**config.mk**
```make
export PLATFORM = sky130hd
export DESIGN_NAME = ioSubsystem
export DESIGN_NICKNAME = d
export VERILOG_FILES = /design/src/verilog/mmioPkg.sv /design/src/verilog/displayPorts.sv /design/src/verilog/inputPort.sv /design/src/verilog/intervalTimer.sv /design/src/verilog/ioController.sv /design/src/verilog/ioSubsystem.sv
export VERILOG_INCLUDE_DIRS = /design/src /design/src/verilog
export SDC_FILE = /design/constraint.sdc
export NUM_CORES = 1
export LEC_CHECK = 0
export ABC_AREA = 0
export BUFFER_PORTS_ARGS = -buffer_cell sky130_fd_sc_hd__clkbuf_2
export CAP_MARGIN = 25
export CORE_MARGIN = 2
export CORE_UTILIZATION = 28
export CTS_CLUSTER_DIAMETER = 100
export DETAILED_ROUTE_END_ITERATION = 10
export GPL_TIMING_DRIVEN = 1
export HOLD_SLACK_MARGIN = 0.05
export PLACE_DENSITY = 0.5
export SLEW_MARGIN = 25
export SYNTH_ARGS = -nofsm -noshare
export SYNTH_HDL_FRONTEND = slang
export SYNTH_SLANG_ARGS = --single-unit
```
**constraint.sdc**
```tcl
create_clock -name clk -period 7.1 [get_ports clk]
set_input_delay 1.42 -clock clk [delete_from_list [all_inputs] [get_ports clk]]
set_output_delay 1.42 -clock clk [all_outputs]
set_load 0.005 [all_outputs]
```
**src/verilog/mmio_defs.svh**
```systemverilog
`ifndef MMIO_DEFS_SVH
`define MMIO_DEFS_SVH

// bus word width
`define WORD_BITS 32

// peripheral base addresses, one word each
`define ADDR_HEX   32'hFFFF_F000
`define ADDR_LEDR  32'hFFFF_F020
`define ADDR_KEY   32'hFFFF_F080
`define ADDR_SW    32'hFFFF_F090
`define ADDR_TIMER 32'hFFFF_F100

// register offsets within a port
`define CTRL_OFFSET  32'd4
`define LIMIT_OFFSET 32'd4
`define TCTRL_OFFSET 32'd8

// display register select as folded into the access index
`define DISP_HEX_IDX 2'b00
`define DISP_LED_IDX 2'b10

// pin and display widths
`define KEY_BITS   4
`define SW_BITS    10
`define LED_BITS   10
`define HEX_DIGITS 6
`define SEG_BITS   7

// display value out of reset
`define HEX_RESET 24'hFEDEAD

// control/status bit positions
`define CTRL_READY   0
`define CTRL_OVERRUN 1
`define CTRL_IE      4

// default periods in clk cycles
`define KEY_SAMPLE_DEFAULT 16
`define SW_SAMPLE_DEFAULT  4096
`define MS_TICK_DEFAULT    100000

`endif
```
**src/verilog/mmioPkg.sv**
```systemverilog
`include "mmio_defs.svh"

package mmioPkg;

  // one bus data or address word
  typedef logic [`WORD_BITS-1:0] word_t;

  // button levels, active low at the pins
  typedef logic [`KEY_BITS-1:0] keyVec_t;

  // switch levels
  typedef logic [`SW_BITS-1:0] swVec_t;

  // led drive
  typedef logic [`LED_BITS-1:0] ledVec_t;

  // segments of one digit, active low
  typedef logic [`SEG_BITS-1:0] segs_t;

  // whole display, leftmost digit first
  typedef struct packed {
    segs_t digit5;
    segs_t digit4;
    segs_t digit3;
    segs_t digit2;
    segs_t digit1;
    segs_t digit0;
  } hexSegs_t;

  // one bus access as presented by the master
  typedef struct packed {
    word_t addr;
    word_t wdata;
    logic  rdStb;
    logic  wrStb;
  } busReq_t;

  // access to a single peripheral after decode
  typedef struct packed {
    logic       rdEn;
    logic       wrEn;
    logic [1:0] index;
    word_t      wdata;
  } regAccess_t;

  // 0 none, 1 timer, 2 keys, 3 switches
  typedef logic [1:0] irqCause_t;

endpackage

```
**src/verilog/displayPorts.sv**
```systemverilog
`include "mmio_defs.svh"
`timescale 1ns/1ps

module displayPorts
  import mmioPkg::*;
(
  input  logic       clk,
  input  logic       reset,
  input  regAccess_t acc,
  output word_t      rd,
  output ledVec_t    ledr,
  output hexSegs_t   hex
);

  localparam int HEX_BITS = 4 * `HEX_DIGITS;

  ledVec_t             ledReg;
  logic [HEX_BITS-1:0] hexReg;

  // nibble to segments, segment on when low
  function automatic segs_t segDecode(input logic [3:0] nibble);
    case (nibble)
      4'h0: return 7'b1000000;
      4'h1: return 7'b1111001;
      4'h2: return 7'b0100100;
      4'h3: return 7'b0110000;
      4'h4: return 7'b0011001;
      4'h5: return 7'b0010010;
      4'h6: return 7'b0000010;
      4'h7: return 7'b1111000;
      4'h8: return 7'b0000000;
      4'h9: return 7'b0010000;
      4'hA: return 7'b0001000;
      4'hB: return 7'b0000011;
      4'hC: return 7'b1000110;
      4'hD: return 7'b0100001;
      4'hE: return 7'b0000110;
      default: return 7'b0001110;
    endcase
  endfunction

  // led and hex registers
  always_ff @(posedge clk or posedge reset) begin
    if (reset) begin
      ledReg <= '0;
      hexReg <= `HEX_RESET;
    end else if (acc.wrEn) begin
      if (acc.index == `DISP_LED_IDX)
        ledReg <= acc.wdata[`LED_BITS-1:0];
      else if (acc.index == `DISP_HEX_IDX)
        hexReg <= acc.wdata[HEX_BITS-1:0];
    end
  end

  // readback zero-extended
  always_comb begin
    case (acc.index)
      `DISP_HEX_IDX: rd = {{(`WORD_BITS-HEX_BITS){1'b0}}, hexReg};
      `DISP_LED_IDX: rd = {{(`WORD_BITS-`LED_BITS){1'b0}}, ledReg};
      default:       rd = '0;
    endcase
  end

  assign ledr = ledReg;

  // digit 5 shows the top nibble
  assign hex.digit5 = segDecode(hexReg[20 +: 4]);
  assign hex.digit4 = segDecode(hexReg[16 +: 4]);
  assign hex.digit3 = segDecode(hexReg[12 +: 4]);
  assign hex.digit2 = segDecode(hexReg[8 +: 4]);
  assign hex.digit1 = segDecode(hexReg[4 +: 4]);
  assign hex.digit0 = segDecode(hexReg[0 +: 4]);

endmodule

```
**src/verilog/inputPort.sv**
```systemverilog
`include "mmio_defs.svh"
`timescale 1ns/1ps

module inputPort
  import mmioPkg::*;
#(
  parameter int WIDTH         = `KEY_BITS,
  parameter int SAMPLE_PERIOD = `KEY_SAMPLE_DEFAULT,
  parameter bit ACTIVE_LOW    = 1'b0
) (
  input  logic             clk,
  input  logic             reset,
  input  logic [WIDTH-1:0] pins,
  input  regAccess_t       acc,
  output word_t            rd,
  output logic             irq
);

  localparam int CNT_BITS = $clog2(SAMPLE_PERIOD + 1);

  logic [CNT_BITS-1:0] sampleCnt;
  logic                sampleTick;
  logic [WIDTH-1:0]    pinLevel;
  logic [WIDTH-1:0]    sample;
  logic [WIDTH-1:0]    lastSample;
  logic [WIDTH-1:0]    data;
  logic                settled;
  logic                dataRead;
  logic                ctrlWrite;
  logic                ready;
  logic                overrun;
  logic                intEn;
  word_t               ctrlWord;

  // pressed reads as 1 for active-low pins
  assign pinLevel   = ACTIVE_LOW ? ~pins : pins;
  assign sampleTick = (sampleCnt == CNT_BITS'(SAMPLE_PERIOD - 1));
  // two matching samples that differ from what software saw
  assign settled    = sampleTick && (lastSample == sample) && (sample != data);
  assign dataRead   = acc.rdEn && (acc.index == 2'd0);
  assign ctrlWrite  = acc.wrEn && (acc.index == 2'd1);

  // sample period divider
  always_ff @(posedge clk or posedge reset) begin
    if (reset) begin
      sampleCnt <= '0;
    end else if (sampleTick) begin
      sampleCnt <= '0;
    end else begin
      sampleCnt <= sampleCnt + 1'b1;
    end
  end

  // sample pipe and debounced data
  always_ff @(posedge clk or posedge reset) begin
    if (reset) begin
      sample     <= '0;
      lastSample <= '0;
      data       <= '0;
    end else if (sampleTick) begin
      sample     <= pinLevel;
      lastSample <= sample;
      if (settled)
        data <= sample;
    end
  end

  // status bits
  always_ff @(posedge clk or posedge reset) begin
    if (reset) begin
      ready   <= 1'b0;
      overrun <= 1'b0;
      intEn   <= 1'b0;
    end else begin
      // reading data acknowledges it
      if (dataRead)
        ready <= 1'b0;
      if (ctrlWrite) begin
        if (!acc.wdata[`CTRL_OVERRUN])
          overrun <= 1'b0;
        intEn <= acc.wdata[`CTRL_IE];
      end
      // new value while the old one is unread counts as overrun
      if (settled) begin
        ready <= 1'b1;
        if (ready)
          overrun <= 1'b1;
      end
    end
  end

  always_comb begin
    ctrlWord                = '0;
    ctrlWord[`CTRL_READY]   = ready;
    ctrlWord[`CTRL_OVERRUN] = overrun;
    ctrlWord[`CTRL_IE]      = intEn;
  end

  // register readback
  always_comb begin
    case (acc.index)
      2'd0:    rd = {{(`WORD_BITS-WIDTH){1'b0}}, data};
      2'd1:    rd = ctrlWord;
      default: rd = '0;
    endcase
  end

  assign irq = ready & intEn;

endmodule

```
**src/verilog/intervalTimer.sv**
```systemverilog
`include "mmio_defs.svh"
`timescale 1ns/1ps

module intervalTimer
  import mmioPkg::*;
#(
  parameter int TICK_PERIOD = `MS_TICK_DEFAULT
) (
  input  logic       clk,
  input  logic       reset,
  input  regAccess_t acc,
  output word_t      rd,
  output logic       irq
);

  localparam int TICK_BITS = $clog2(TICK_PERIOD + 1);

  logic [TICK_BITS-1:0] divCnt;
  logic                 tick;
  word_t                count;
  word_t                limit;
  logic                 limitHit;
  logic                 cntWrite;
  logic                 limWrite;
  logic                 ctrlWrite;
  logic                 ready;
  logic                 overrun;
  logic                 intEn;
  word_t                ctrlWord;

  // one pulse per millisecond
  assign tick      = (divCnt == TICK_BITS'(TICK_PERIOD - 1));
  // a zero limit leaves the counter free running
  assign limitHit  = (limit != '0) && (count >= limit);
  assign cntWrite  = acc.wrEn && (acc.index == 2'd0);
  assign limWrite  = acc.wrEn && (acc.index == 2'd1);
  assign ctrlWrite = acc.wrEn && (acc.index == 2'd2);

  always_ff @(posedge clk or posedge reset) begin
    if (reset) begin
      divCnt <= '0;
    end else if (tick) begin
      divCnt <= '0;
    end else begin
      divCnt <= divCnt + 1'b1;
    end
  end

  // count and limit, bus writes take precedence
  always_ff @(posedge clk or posedge reset) begin
    if (reset) begin
      count <= '0;
      limit <= '0;
    end else begin
      if (limitHit)
        count <= '0;
      else if (tick)
        count <= count + 1'b1;
      if (cntWrite)
        count <= acc.wdata;
      if (limWrite) begin
        limit <= acc.wdata;
        count <= '0;
      end
    end
  end

  // writing 0 to ready or overrun clears it, ie is loaded
  always_ff @(posedge clk or posedge reset) begin
    if (reset) begin
      ready   <= 1'b0;
      overrun <= 1'b0;
      intEn   <= 1'b0;
    end else begin
      if (ctrlWrite) begin
        if (!acc.wdata[`CTRL_READY])
          ready <= 1'b0;
        if (!acc.wdata[`CTRL_OVERRUN])
          overrun <= 1'b0;
        intEn <= acc.wdata[`CTRL_IE];
      end
      if (limitHit) begin
        if (ready)
          overrun <= 1'b1;
        else
          ready <= 1'b1;
      end
    end
  end

  always_comb begin
    ctrlWord                = '0;
    ctrlWord[`CTRL_READY]   = ready;
    ctrlWord[`CTRL_OVERRUN] = overrun;
    ctrlWord[`CTRL_IE]      = intEn;
  end

  always_comb begin
    case (acc.index)
      2'd0:    rd = count;
      2'd1:    rd = limit;
      2'd2:    rd = ctrlWord;
      default: rd = '0;
    endcase
  end

  assign irq = ready & intEn;

endmodule

```
**src/verilog/ioController.sv**
```systemverilog
`include "mmio_defs.svh"
`timescale 1ns/1ps

module ioController
  import mmioPkg::*;
(
  input  logic       clk,
  input  logic       reset,
  input  busReq_t    busReq,
  output word_t      rdata,
  output regAccess_t keyAcc,
  output regAccess_t swAcc,
  output regAccess_t timerAcc,
  output regAccess_t dispAcc,
  input  word_t      keyRd,
  input  word_t      swRd,
  input  word_t      timerRd,
  input  word_t      dispRd,
  input  logic       keyIrq,
  input  logic       swIrq,
  input  logic       timerIrq,
  output logic       irq,
  output irqCause_t  irqCause
);

  word_t      addr;
  logic       isRead;
  logic       isWrite;
  logic       selHex;
  logic       selLed;
  logic       selKey;
  logic       selSw;
  logic       selTimer;
  logic [1:0] keyIdx;
  logic [1:0] swIdx;
  logic [1:0] timerIdx;
  logic [1:0] dispIdx;

  assign addr = busReq.addr;
  // a request with both strobes is a write
  assign isWrite = busReq.wrStb;
  assign isRead  = busReq.rdStb & ~busReq.wrStb;

  // address range match per peripheral
  assign selHex   = (addr == `ADDR_HEX);
  assign selLed   = (addr == `ADDR_LEDR);
  assign selKey   = (addr == `ADDR_KEY) || (addr == `ADDR_KEY + `CTRL_OFFSET);
  assign selSw    = (addr == `ADDR_SW) || (addr == `ADDR_SW + `CTRL_OFFSET);
  assign selTimer = (addr == `ADDR_TIMER) || (addr == `ADDR_TIMER + `LIMIT_OFFSET) ||
                    (addr == `ADDR_TIMER + `TCTRL_OFFSET);

  // word index inside each range
  assign keyIdx   = 2'((addr - `ADDR_KEY) >> 2);
  assign swIdx    = 2'((addr - `ADDR_SW) >> 2);
  assign timerIdx = 2'((addr - `ADDR_TIMER) >> 2);
  // led and hex share the display block, told apart by index
  assign dispIdx  = selLed ? `DISP_LED_IDX : `DISP_HEX_IDX;

  // enables reach only the addressed port
  assign keyAcc   = '{rdEn: isRead & selKey, wrEn: isWrite & selKey,
                      index: keyIdx, wdata: busReq.wdata};
  assign swAcc    = '{rdEn: isRead & selSw, wrEn: isWrite & selSw,
                      index: swIdx, wdata: busReq.wdata};
  assign timerAcc = '{rdEn: isRead & selTimer, wrEn: isWrite & selTimer,
                      index: timerIdx, wdata: busReq.wdata};
  assign dispAcc  = '{rdEn: isRead & (selHex | selLed), wrEn: isWrite & (selHex | selLed),
                      index: dispIdx, wdata: busReq.wdata};

  // read return, zero when idle or unmapped
  always_comb begin
    rdata = '0;
    if (isRead) begin
      if (selKey)
        rdata = keyRd;
      else if (selSw)
        rdata = swRd;
      else if (selTimer)
        rdata = timerRd;
      else if (selHex || selLed)
        rdata = dispRd;
    end
  end

  // single request line
  assign irq = timerIrq | keyIrq | swIrq;

  // cause code, timer wins over keys over switches
  always_comb begin
    if (timerIrq)
      irqCause = 2'd1;
    else if (keyIrq)
      irqCause = 2'd2;
    else if (swIrq)
      irqCause = 2'd3;
    else
      irqCause = 2'd0;
  end

endmodule

```
**src/verilog/ioSubsystem.sv**
```systemverilog
`include "mmio_defs.svh"
`timescale 1ns/1ps

module ioSubsystem
  import mmioPkg::*;
#(
  parameter int KEY_SAMPLE_PERIOD = `KEY_SAMPLE_DEFAULT,
  parameter int SW_SAMPLE_PERIOD  = `SW_SAMPLE_DEFAULT,
  parameter int MS_TICK_PERIOD    = `MS_TICK_DEFAULT
) (
  input  logic      clk,
  input  logic      reset,
  input  busReq_t   busReq,
  output word_t     rdata,
  input  keyVec_t   keys,
  input  swVec_t    switches,
  output ledVec_t   ledr,
  output hexSegs_t  hex,
  output logic      irq,
  output irqCause_t irqCause
);

  // per-peripheral access and return paths
  regAccess_t keyAcc;
  regAccess_t swAcc;
  regAccess_t timerAcc;
  regAccess_t dispAcc;
  word_t      keyRd;
  word_t      swRd;
  word_t      timerRd;
  word_t      dispRd;
  logic       keyIrq;
  logic       swIrq;
  logic       timerIrq;

  ioController ctrl (
    .clk      (clk),
    .reset    (reset),
    .busReq   (busReq),
    .rdata    (rdata),
    .keyAcc   (keyAcc),
    .swAcc    (swAcc),
    .timerAcc (timerAcc),
    .dispAcc  (dispAcc),
    .keyRd    (keyRd),
    .swRd     (swRd),
    .timerRd  (timerRd),
    .dispRd   (dispRd),
    .keyIrq   (keyIrq),
    .swIrq    (swIrq),
    .timerIrq (timerIrq),
    .irq      (irq),
    .irqCause (irqCause)
  );

  // buttons pull low when pressed
  inputPort #(
    .WIDTH         (`KEY_BITS),
    .SAMPLE_PERIOD (KEY_SAMPLE_PERIOD),
    .ACTIVE_LOW    (1'b1)
  ) keyPort (
    .clk   (clk),
    .reset (reset),
    .pins  (keys),
    .acc   (keyAcc),
    .rd    (keyRd),
    .irq   (keyIrq)
  );

  inputPort #(
    .WIDTH         (`SW_BITS),
    .SAMPLE_PERIOD (SW_SAMPLE_PERIOD),
    .ACTIVE_LOW    (1'b0)
  ) swPort (
    .clk   (clk),
    .reset (reset),
    .pins  (switches),
    .acc   (swAcc),
    .rd    (swRd),
    .irq   (swIrq)
  );

  intervalTimer #(
    .TICK_PERIOD (MS_TICK_PERIOD)
  ) timer (
    .clk   (clk),
    .reset (reset),
    .acc   (timerAcc),
    .rd    (timerRd),
    .irq   (timerIrq)
  );

  displayPorts display (
    .clk   (clk),
    .reset (reset),
    .acc   (dispAcc),
    .rd    (dispRd),
    .ledr  (ledr),
    .hex   (hex)
  );

endmodule

```
### Word-level counts from Yosys, hierarchy flattened

Memory sizes are Yosys's and may differ from the RTL's.
Cells that the tools add are included.

* register bits after elaboration: 184
* ROM bits: 672
* input port bits: 82
* output and inout bits: 87
* logic and storage cells: 142
* memories kept: 6

* add/sub/neg operators: 7
* order comparisons: 1
* equal/unequal tests: 21
* muxes and demuxes: 40
* bitwise logic cells: 16
* reductions and logical operators: 29

Memories
* (no name shown): depth 16, bits a word 7, rd ports 1, clocked after Yosys merged registers in 0, wr ports 0, RTL line displayPorts.sv:22 `case (nibble)`
* (no name shown): depth 16, bits a word 7, rd ports 1, clocked after Yosys merged registers in 0, wr ports 0, RTL line displayPorts.sv:22
* (no name shown): depth 16, bits a word 7, rd ports 1, clocked after Yosys merged registers in 0, wr ports 0, RTL line displayPorts.sv:22
* (no name shown): depth 16, bits a word 7, rd ports 1, clocked after Yosys merged registers in 0, wr ports 0, RTL line displayPorts.sv:22
* (no name shown): depth 16, bits a word 7, rd ports 1, clocked after Yosys merged registers in 0, wr ports 0, RTL line displayPorts.sv:22
* (no name shown): depth 16, bits a word 7, rd ports 1, clocked after Yosys merged registers in 0, wr ports 0, RTL line displayPorts.sv:22

Operators by type and width (count)
* $eq A32 B32 Y1 const B: 9
* $mux W32: 9
* $pmux W32 S3: 1
* $pmux W24 S2: 1
* $add A32 B1 Y32 const B: 1
* $ge A32 B32 Y1: 1
* $reduce_bool A32 Y1: 1
* $mux W1: 20
* $pmux W10 S2: 1
* $add A17 B1 Y17 const B: 1
* $eq A17 B17 Y1 const B: 1
* $mux W17: 1
* $add A13 B1 Y13 const B: 1
* $eq A13 B12 Y1 const B: 1
* $mux W13: 1
* $logic_and A1 B1 Y1: 12
* $sub A4 B1 Y4 const B: 3
* $and A1 B1 Y1: 10
* $eq A10 B10 Y1: 1
* $ne A10 B10 Y1: 1
* $pmux W5 S2: 1
* $logic_not A2 Y1: 4
* $mux W2: 4
* $eq A2 B1 Y1 const B: 3
* other kinds (14): 25

### Depth between registers and ports, before layout

Gate-level depths: netlist (run 1).

* word-level depth: 9
* gate-level depth with buffers: 12
* gate-level depth less buffers: 9

### Hierarchy

From an unflattened synthesis (run 1), not the netlist that was laid out.

* cell total of the unflattened synthesis: 1483
* area, all modules: 14435.1 sq um

By module, submodules not included
* intervalTimer: instances 1, cells an instance 565, area each 5475.3 sq um, seq. area each 2102.0 sq um
* displayPorts: instances 1, cells an instance 322, area each 3246.9 sq um, seq. area each 873.3 sq um
* inputPort at swPort: instances 1, cells an instance 187, area each 2297.2 sq um, seq. area each 1151.1 sq um
* ioController: instances 1, cells an instance 296, area each 2263.4 sq um, seq. area each 0.0 sq um
* inputPort at keyPort: instances 1, cells an instance 113, area each 1152.4 sq um, seq. area each 500.5 sq um

### Least setup slack after synthesis (run 1)

No wires, ideal clock.

* path kind: input port to output port
* start point: input busReq[43] (netlist bit)
* end point: output rdata[14]
* arrival: 3587 ps
* required time: 5680 ps
* path slack: 2093 ps
* stages on the path: 10
* path buffers: 3
* cells stage by stage: or4b_4 > nor4_4 > nand3_2 > or4_1 > buf_2 > and2_0 > buf_2 > nand2_2 > buf_6 > nor2_1

* word-level cells in the longest chain between the ends: 9
* elaborated cells on any way between the ends: 23
* classes of those cells: eq/ne: 10; mux: 7; reduce/logical: 6

RTL lines
* start, declared: RTL line ioSubsystem.sv:13 `input busReq_t busReq,`
* $eq A32 B32 Y1 (no source line)
* $mux W2 (no source line)
* $eq A2 B2 Y1 or $logic_not A2 Y1 (tied branches): RTL line displayPorts.sv:57 `case (acc.index)`
* $pmux W24 S2: RTL line displayPorts.sv:57
* $mux W32: RTL line ioController.sv:79 `else if (selHex || selLed)`
* $mux W32: RTL line ioController.sv:77 `else if (selTimer)`
* $mux W32: RTL line ioController.sv:75 `else if (selSw)`
* $mux W32 *: RTL line ioController.sv:73 `if (selKey)`
* $mux W32 *: RTL line ioController.sv:72 `if (isRead) begin`
* end, declared: RTL line ioSubsystem.sv:14 `output word_t rdata,`

Every way passes the cells marked *; elsewhere a longest branch is shown, timed or not.

### Worst setup path after layout (run 1)

* start point: input busReq[43] (netlist bit)
* end point: output rdata[15]

The elaborated chain is that of the path after synthesis.

==> results of run 1 <==
power by group through the flow:
stage	clock network [W]	registers, W	logic (W)
floorplan	0	0.00107	0.0000467
global placement	0	0.00108	0.000100
detailed placement	0	0.00108	0.000100
CTS	0.00102	0.00105	0.000101
global route	0.00106	0.00106	0.000109
finish	0.000983	0.00105	0.0000973
area by class of cell:
cell class / count / share of cell area (%)
multi-input cells: 949 / 48.8
clock buffers: 17 / 3.09
flip-flops and latches: 184 / 33.6
repair buffers: 179 / 6.71
well taps: 539 / 4.90
clock inverters: 15 / 1.27
inverters: 57 / 1.59
synthesized netlist by cell type, types with 5 or more instances:
| library cell | count |
|---|---|
| dfrtp_1 | 166 |
| nor2_1 | 120 |
| nand2_1 | 118 |
| mux2_2 | 84 |
| o21ai_0 | 79 |
| ha_1 | 72 |
| inv_1 | 57 |
| clkbuf_1 | 48 |
| a22oi_1 | 44 |
| a21oi_1 | 41 |
| xor2_1 | 39 |
| mux2i_1 | 37 |
| nand3_1 | 37 |
| xnor2_1 | 27 |
| nand4_1 | 26 |
| nor4_1 | 21 |
| o211ai_1 | 20 |
| dfstp_2 | 18 |
| nor2b_1 | 16 |
| a22o_1 | 15 |
| nor3_1 | 14 |
| and3_1 | 12 |
| buf_2 | 12 |
| nand2b_1 | 8 |
| o22ai_1 | 7 |
| o2bb2ai_1 | 7 |
| o31ai_1 | 7 |
| nor3b_1 | 6 |
| o21ai_1 | 6 |
| or2_2 | 6 |
| a31oi_1 | 5 |
| and2_1 | 5 |
| mux4_2 | 5 |
| o221ai_1 | 5 |
| or3b_2 | 5 |
worst paths after layout:
| path | from | endpoint | slack, ns | cells after the start |
|---|---|---|---|---|
| setup reg to reg | timer.limit[4] | timer.count[12] | 3.32 | 7 |
| setup / recovery | busReq[43] | rdata[15] | 1.22 | 9 |
| min in group asynchronous | reset | display.ledr[0] | 1.05 | 2 |
| max in group asynchronous | reset | timer.count[20] | 4.80 | 3 |
| hold reg to reg | keyPort.sampleCnt[0] | keyPort.sampleCnt[0] | 0.46 | 1 |
| hold / removal | keyPort.sampleCnt[0] | keyPort.sampleCnt[0] | 0.46 | 1 |
registers in the layout, indices dropped and copies added, names as in the netlist, 4 cells and up:
name / count
display.ledr: 10
timer.limit: 32
swPort.lastSample: 10
timer.count: 32
keyPort.data: 4
keyPort.lastSample: 4
display.hexReg: 24
keyPort.sampleCnt: 5
keyPort.sample: 4
swPort.sample: 10
swPort.sampleCnt: 13
swPort.data: 10
timer.divCnt: 17
logic make-up (layout without fill, tap and decap cells):
| logic type | count (synthesis) | after routing | synth area share (%) |
|---|---|---|---|
| buffers and inverters | 123 | 268 | 4.19 |
| XOR/XNOR | 66 | 66 | 4.89 |
| AND/OR/NAND/NOR | 422 | 422 | 17.5 |
| AO/OA/AOI/OAI | 261 | 261 | 14.4 |
| flip-flops | 184 | 184 | 39.1 |
| multiplexers | 128 | 128 | 12.3 |
| adder cells (fa/ha/maj) | 72 | 72 | 7.62 |
metrics by stage:
stage / worst slack (ns) / util (%) / hold WS [ns] / total power (W) / std cells
4_1_cts: 1.18 / 32.9 / 0.462 / 0.00217 / 1940
3_5_place_dp: 1.19 / 31.4 / 0.452 / 0.00118 / 1908
3_3_place_gp: 1.28 / 31.4 / 0.446 / 0.00118 / 1908
5_1_grt: 0.952 / 32.9 / 0.479 / 0.00223 / 1940
6_report: 1.22 / 32.9 / 0.457 / 0.00214 / 1940
2_1_floorplan: 0.709 / - / 0.433 / 0.00112 / 1256
cell usage in the layout (no fill, tap or decap), types with 37 or more instances in the layout:
cell type,n
ha_1,72
xor2_1,39
nand3_1,37
dfrtp_1,166
a21oi_1,41
o21ai_0,79
nor2_1,117
a22oi_1,44
clkbuf_2,168
mux2i_1,37
nand2_1,118
mux2_2,84
inv_1,56
routing by layer:
metal,track usage (%),vias up
met5,0,-
met4,3.89,0
met3,3.05,22
met2,23.9,207
met1,22.4,4734
li1,-,4777
==> flow_summary.ini, run 1 <==
[run_status]
outcome = finished, final reports clean

[route]
ant_nets = 0
routedWlPerCell_um = 17.6
top_layer_used = met4
wl_met2_um = 15300
num_vias = 9740
routedLengthMet1_um = 16800
drt_iter0_drc = 723
drtPass1Iterations = 7
drt_wl_total_um = 34100
dr_wl_met3_um = 1510
vias_per_cell = 5.02
drc = 0

[synthesis]
syn_area_per_cell_um2 = 9.41
synth_area_leaders = dfrtp_1, mux2_2, ha_1, dfstp_2, nor2_1
yosys_warnings = 0
async_reset_ff_share_pct = 100
synth_area_um2 = 11800
synth-edff-count = 0
ys_types = 66
synth_top_area_share_pct = 35.1
ys_seq_elements = 184
synth_top_area_cell = dfrtp_1
synth.net_count = 1410
seq_area_frac_synth_pct = 39.1
synthFlopType = dfrtp_1
synthCells = 1256

[setup_path]
cp.arrival_ns = 4.46
critPathBufInv = 2
crit_path_end_kind = output pin
critPathSlowestCell = nor2_2
critPathMaxStageDelay_ns = 0.80
setup.worst_path.class = input pin to output pin
required_ns = 5.68
cp_top_family = simple AND/OR/NAND/NOR gates
path_max_fanout = 15
path_common_cell = clkbuf_2
worstPathCellList = clkbuf_2 > or4b_4 > nor4_4 > nand3_2 > or3_1 > nor2_2 > a22oi_1 > nor2_1 > clkbuf_2
start_kind = input pin

[cells_and_area]
drive_gt1_share_pct = 24.8
nFillCells = 4357
final-seq-area_um2 = 4630
final_nets = 1542
n_antenna_cell = 0
multi_input_area_um2 = 6720
areaGrowthSynthToFinish_pct = 16.4
final_area_um2 = 13800

[power]
p_sw_share_pct = 26.7
p_leak_nw = 6.15
seq_power_share_pct = 49.4
switchingPower_w = 0.000571
p_int_w = 0.00156
power_density_nw_per_um2 = 155
ir_worst_vdd_v = 0.000162
p_comb_share_pct = 4.6
power_frac_clock_pct = 46.1

[die]
initial_core_util_pct = 28.2
die_w_um = 209
dieArea_um2 = 43900
io_pins = 169
dieHeight_um = 209
fp-row-count = 75
coreArea_um2 = 41900

[job]
cap_viol_max_count = 0

[clock_network]
clockBufferDepth = 2
cts_tree = done
h-tree-depth = 4
cts_sinks = 184
holdBufCountCts = 0
clock_latency_ns = 0.45
clockRootBuffer = clkbuf_16
cts_setup_buffers = 0
clk_pin_slew_ns = 0.07
numCtsBuffers = 17
cts-resized-gates = 0

[sta]
slew_headroom_pct = 31.7
drv_slew = 0
finalCriticalPeriod_ns = 5.88
fin_setup_tns_ns = 0
hold_violations = 0
rsz0062_at_grt = no
worst_pin_slew_ns = 1.02
fmax_mhz = 170
clock_skew_ns = 0.0127
finalSetupViolations = 0
period_share_pct = 82.8

[global_route]
grt_pass1_vias = 9193
grt_use_total_pct = 15.5
antenna_found_initial = 0
grt_pass1_wl_um = 53200
gr-total-overflow = 0
grt_max_degree = 70

[place]
place_congestion = 0.838
portBuffers = 168
place_hpwl_um = 25200
dpl-instance-area_um2 = 13200

[worst_hold_path]
min_path_type = flip-flop to flip-flop
(Power assumes the default switching activity.)
==> inputs of run 2 (changes only) <==
--- a/config.mk
+++ b/config.mk
@@ -6,7 +6,7 @@
 export SDC_FILE = /design/constraint.sdc
 export NUM_CORES = 1
 export LEC_CHECK = 0
-export ABC_AREA = 0
+export ABC_AREA = 1
 export BUFFER_PORTS_ARGS = -buffer_cell sky130_fd_sc_hd__clkbuf_2
 export CAP_MARGIN = 25
 export CORE_MARGIN = 2
==> constraint.sdc (replaced) <==
create_clock -name clk -period 5.6 [get_ports clk]
set_input_delay 1.12 -clock clk [delete_from_list [all_inputs] [get_ports clk]]
set_output_delay 1.12 -clock clk [all_outputs]
set_load 0.005 [all_outputs]
==> run 2 against run 1 <==
Die area up 6.3%. Synthesized area is 6.4% higher. Largest power group unchanged. Clock-buffer cell count increased by 1. Global-route usage up 1.8 points. Synthesized cell count increased by 46%. Sequential share of layout area decreased by 2.1 points. Sequential cell count is the same. Utilization grew 0.27 points. Final area rose by 6.7%.
==> flow_summary.ini, run 2 <==
[run_status]
outcome = finished, final reports clean

[sta]
fin_setup_tns_ns = 0
fmax_mhz = 213
rsz0062_at_grt = no
clock_skew_ns = 0.0125
period_share_pct = 83.9
worst_pin_slew_ns = 1.02
hold_ws_ns = 0.460
finalCriticalPeriod_ns = 4.70
drv_slew = 0
slew_headroom_pct = 31.7
hold_violations = 0
finalSetupViolations = 0

[setup_path]
critPathBufInv = 3
reg2reg_slack_ns = 2.62
required_ns = 4.48
crit_path_end_kind = output pin
cp.arrival_ns = 3.58
cp.depth = 11
path_max_fanout = 25
reg2reg_depth = 9
worstPathCellList = clkbuf_2 > nor2_1 > nand2_1 > nor3_1 > nand2_1 > inv_1 > nand2_1 > nand3_1 > nand2_1 > a21oi_1 > clkbuf_2
start_kind = input pin
path_common_cell = nand2_1
setup.worst_path.class = input pin to output pin
critPathSlowestCell = inv_1
critPathMaxStageDelay_ns = 0.87
cp_top_family = simple AND/OR/NAND/NOR gates

[cells_and_area]
mostFrequentLayoutCells = nand2_1, inv_1, clkbuf_2
drive_gt1_share_pct = 13.6
reg_top3 = timer.count (32), timer.limit (32), display.hexReg (24)
final_common_cell = nand2_1
n_antenna_cell = 0
final_nets = 2125
areaGrowthSynthToFinish_pct = 16.8
nFillCells = 4858

[global_route]
antenna_found_initial = 5
grt_pass1_vias = 11600
grt_max_degree = 103
gr-total-overflow = 0
grt_use_total_pct = 17.3
grt_pass1_wl_um = 63900

[clock_network]
cts-resized-gates = 0
clockRootBuffer = clkbuf_16
cts_setup_buffers = 0
holdBufCountCts = 0
h-tree-depth = 4
clockBufferDepth = 2
cts_tree = done
cts_sinks = 184
clock_latency_ns = 0.46
clk_pin_slew_ns = 0.07
numCtsBuffers = 17

[route]
drc = 0
drt_iter0_drc = 803
ant_nets = 0
routedWlPerCell_um = 15.5
vias_per_cell = 4.68
drtPass1Iterations = 5
drt_wl_total_um = 39800
num_vias = 12100

[synthesis]
synthFlopType = dfrtp_1
synth.most_common_cell = nand2_1
ys_seq_elements = 184
synth_top_area_cell = dfrtp_1
synth_top_area_share_pct = 33.0
seq_area_frac_synth_pct = 36.8
synth_area_um2 = 12600
ys_types = 49
synth.net_count = 1982
synth_area_leaders = dfrtp_1, nand2_1, ha_1, inv_1, o21ai_0
synth_top_cells_by_count = nand2_1, inv_1, dfrtp_1, nor2_1, o21ai_0
synth-edff-count = 0
yosys_warnings = 0
synthCells = 1828
syn_area_per_cell_um2 = 6.88
async_reset_ff_share_pct = 100

[worst_hold_path]
min_path_type = flip-flop to flip-flop
holdPathStages = 1

[die]
io_pins = 169
die_w_um = 216
fp-row-count = 77
initial_core_util_pct = 28.4
dieArea_um2 = 46600
dieHeight_um = 216
coreArea_um2 = 44300

[power]
power_density_nw_per_um2 = 189
switchingPower_w = 0.000717
ir_worst_vdd_v = 0.000212
seq_power_share_pct = 48.1
p_int_w = 0.00206
p_sw_share_pct = 25.8
p_comb_share_pct = 4.6
p_leak_nw = 7.42
power_frac_clock_pct = 47.3

[place]
place_hpwl_um = 30900
portBuffers = 168
place_congestion = 0.881

[job]
cap_viol_max_count = 0
-- run 2: cell types whose count changed after synthesis, moves of 37 or more --
cell     before  now
inv_1        57  221
nand2_1     118  646
o21ai_0      79  128
mux2_2       84    8
a22oi_1      44    0
mux2i_1      37    0
a21oi_1      41   87
-- run 2: power groups by stage --
stage,clock network (W),registers [W],logic [W]
global route,0.00141,0.00134,0.000147
floorplan,0,0.00136,0.0000599
CTS,0.00136,0.00134,0.000132
global placement,0,0.00136,0.000130
finish,0.00131,0.00134,0.000129
detailed placement,0,0.00136,0.000131
-- run 2: cells by family (layout without fill, tap and decap cells) --
group / Yosys count / in the layout / synth area share [%]
AO/OA/AOI/OAI: 292 / 292 / 12.8
XOR/XNOR: 45 / 45 / 3.13
adder cells (fa/ha/maj): 72 / 72 / 7.16
buffers and inverters: 285 / 441 / 8.93
flip-flops: 184 / 184 / 36.8
multiplexers: 8 / 8 / 0.716
AND/OR/NAND/NOR: 942 / 942 / 30.5
-- run 2: routing by layer --
metal / wire length [um] / track usage, % / up-vias / part of all wire (%)
li1: - / - / 6125 / -
met1: 18900 / 23.5 / 5617 / 47
met2: 18300 / 28.3 / 250 / 46
met3: 1810 / 3.33 / 53 / 4.5
met4: 765 / 4.63 / 10 / 1.9
met5: 78 / 0 / - / 0.20
-- run 2: stage by stage --
stage	instance area, um2	instances	setup WS (ns)	utilization, %	power (W)
after floorplan	12600	1828	2.07	-	0.00142
after global placement	14000	2542	0.931	31.6	0.00149
after detailed placement	14000	2543	0.902	31.7	0.00149
after CTS	14700	2575	0.888	33.1	0.00282
after global routing	14700	2576	0.570	33.1	0.00289
final	14700	2576	0.901	33.1	0.00278
-- run 2: area by class of cell --
| class | count | area, um2 | share of cell area (%) |
|---|---|---|---|
| clock inverter | 14 | 195 | 1.33 |
| clock buffer | 18 | 429 | 2.92 |
| timing repair buffer | 183 | 998 | 6.80 |
| tap | 592 | 741 | 5.04 |
| multi-input combinational | 1359 | 6850 | 46.6 |
| inverter | 226 | 852 | 5.80 |
| sequential | 184 | 4630 | 31.5 |
-- run 2: final timing paths --
path                                      from               endpoint
setup / recovery                    busReq[35]               rdata[4]
hold / removal                 timer.divCnt[0]        timer.divCnt[0]
setup reg to reg           swPort.sampleCnt[0]         swPort.data[2]
hold reg to reg                timer.divCnt[0]        timer.divCnt[0]
max in group asynchronous                reset        timer.limit[13]
min in group asynchronous                reset  keyPort.lastSample[2]
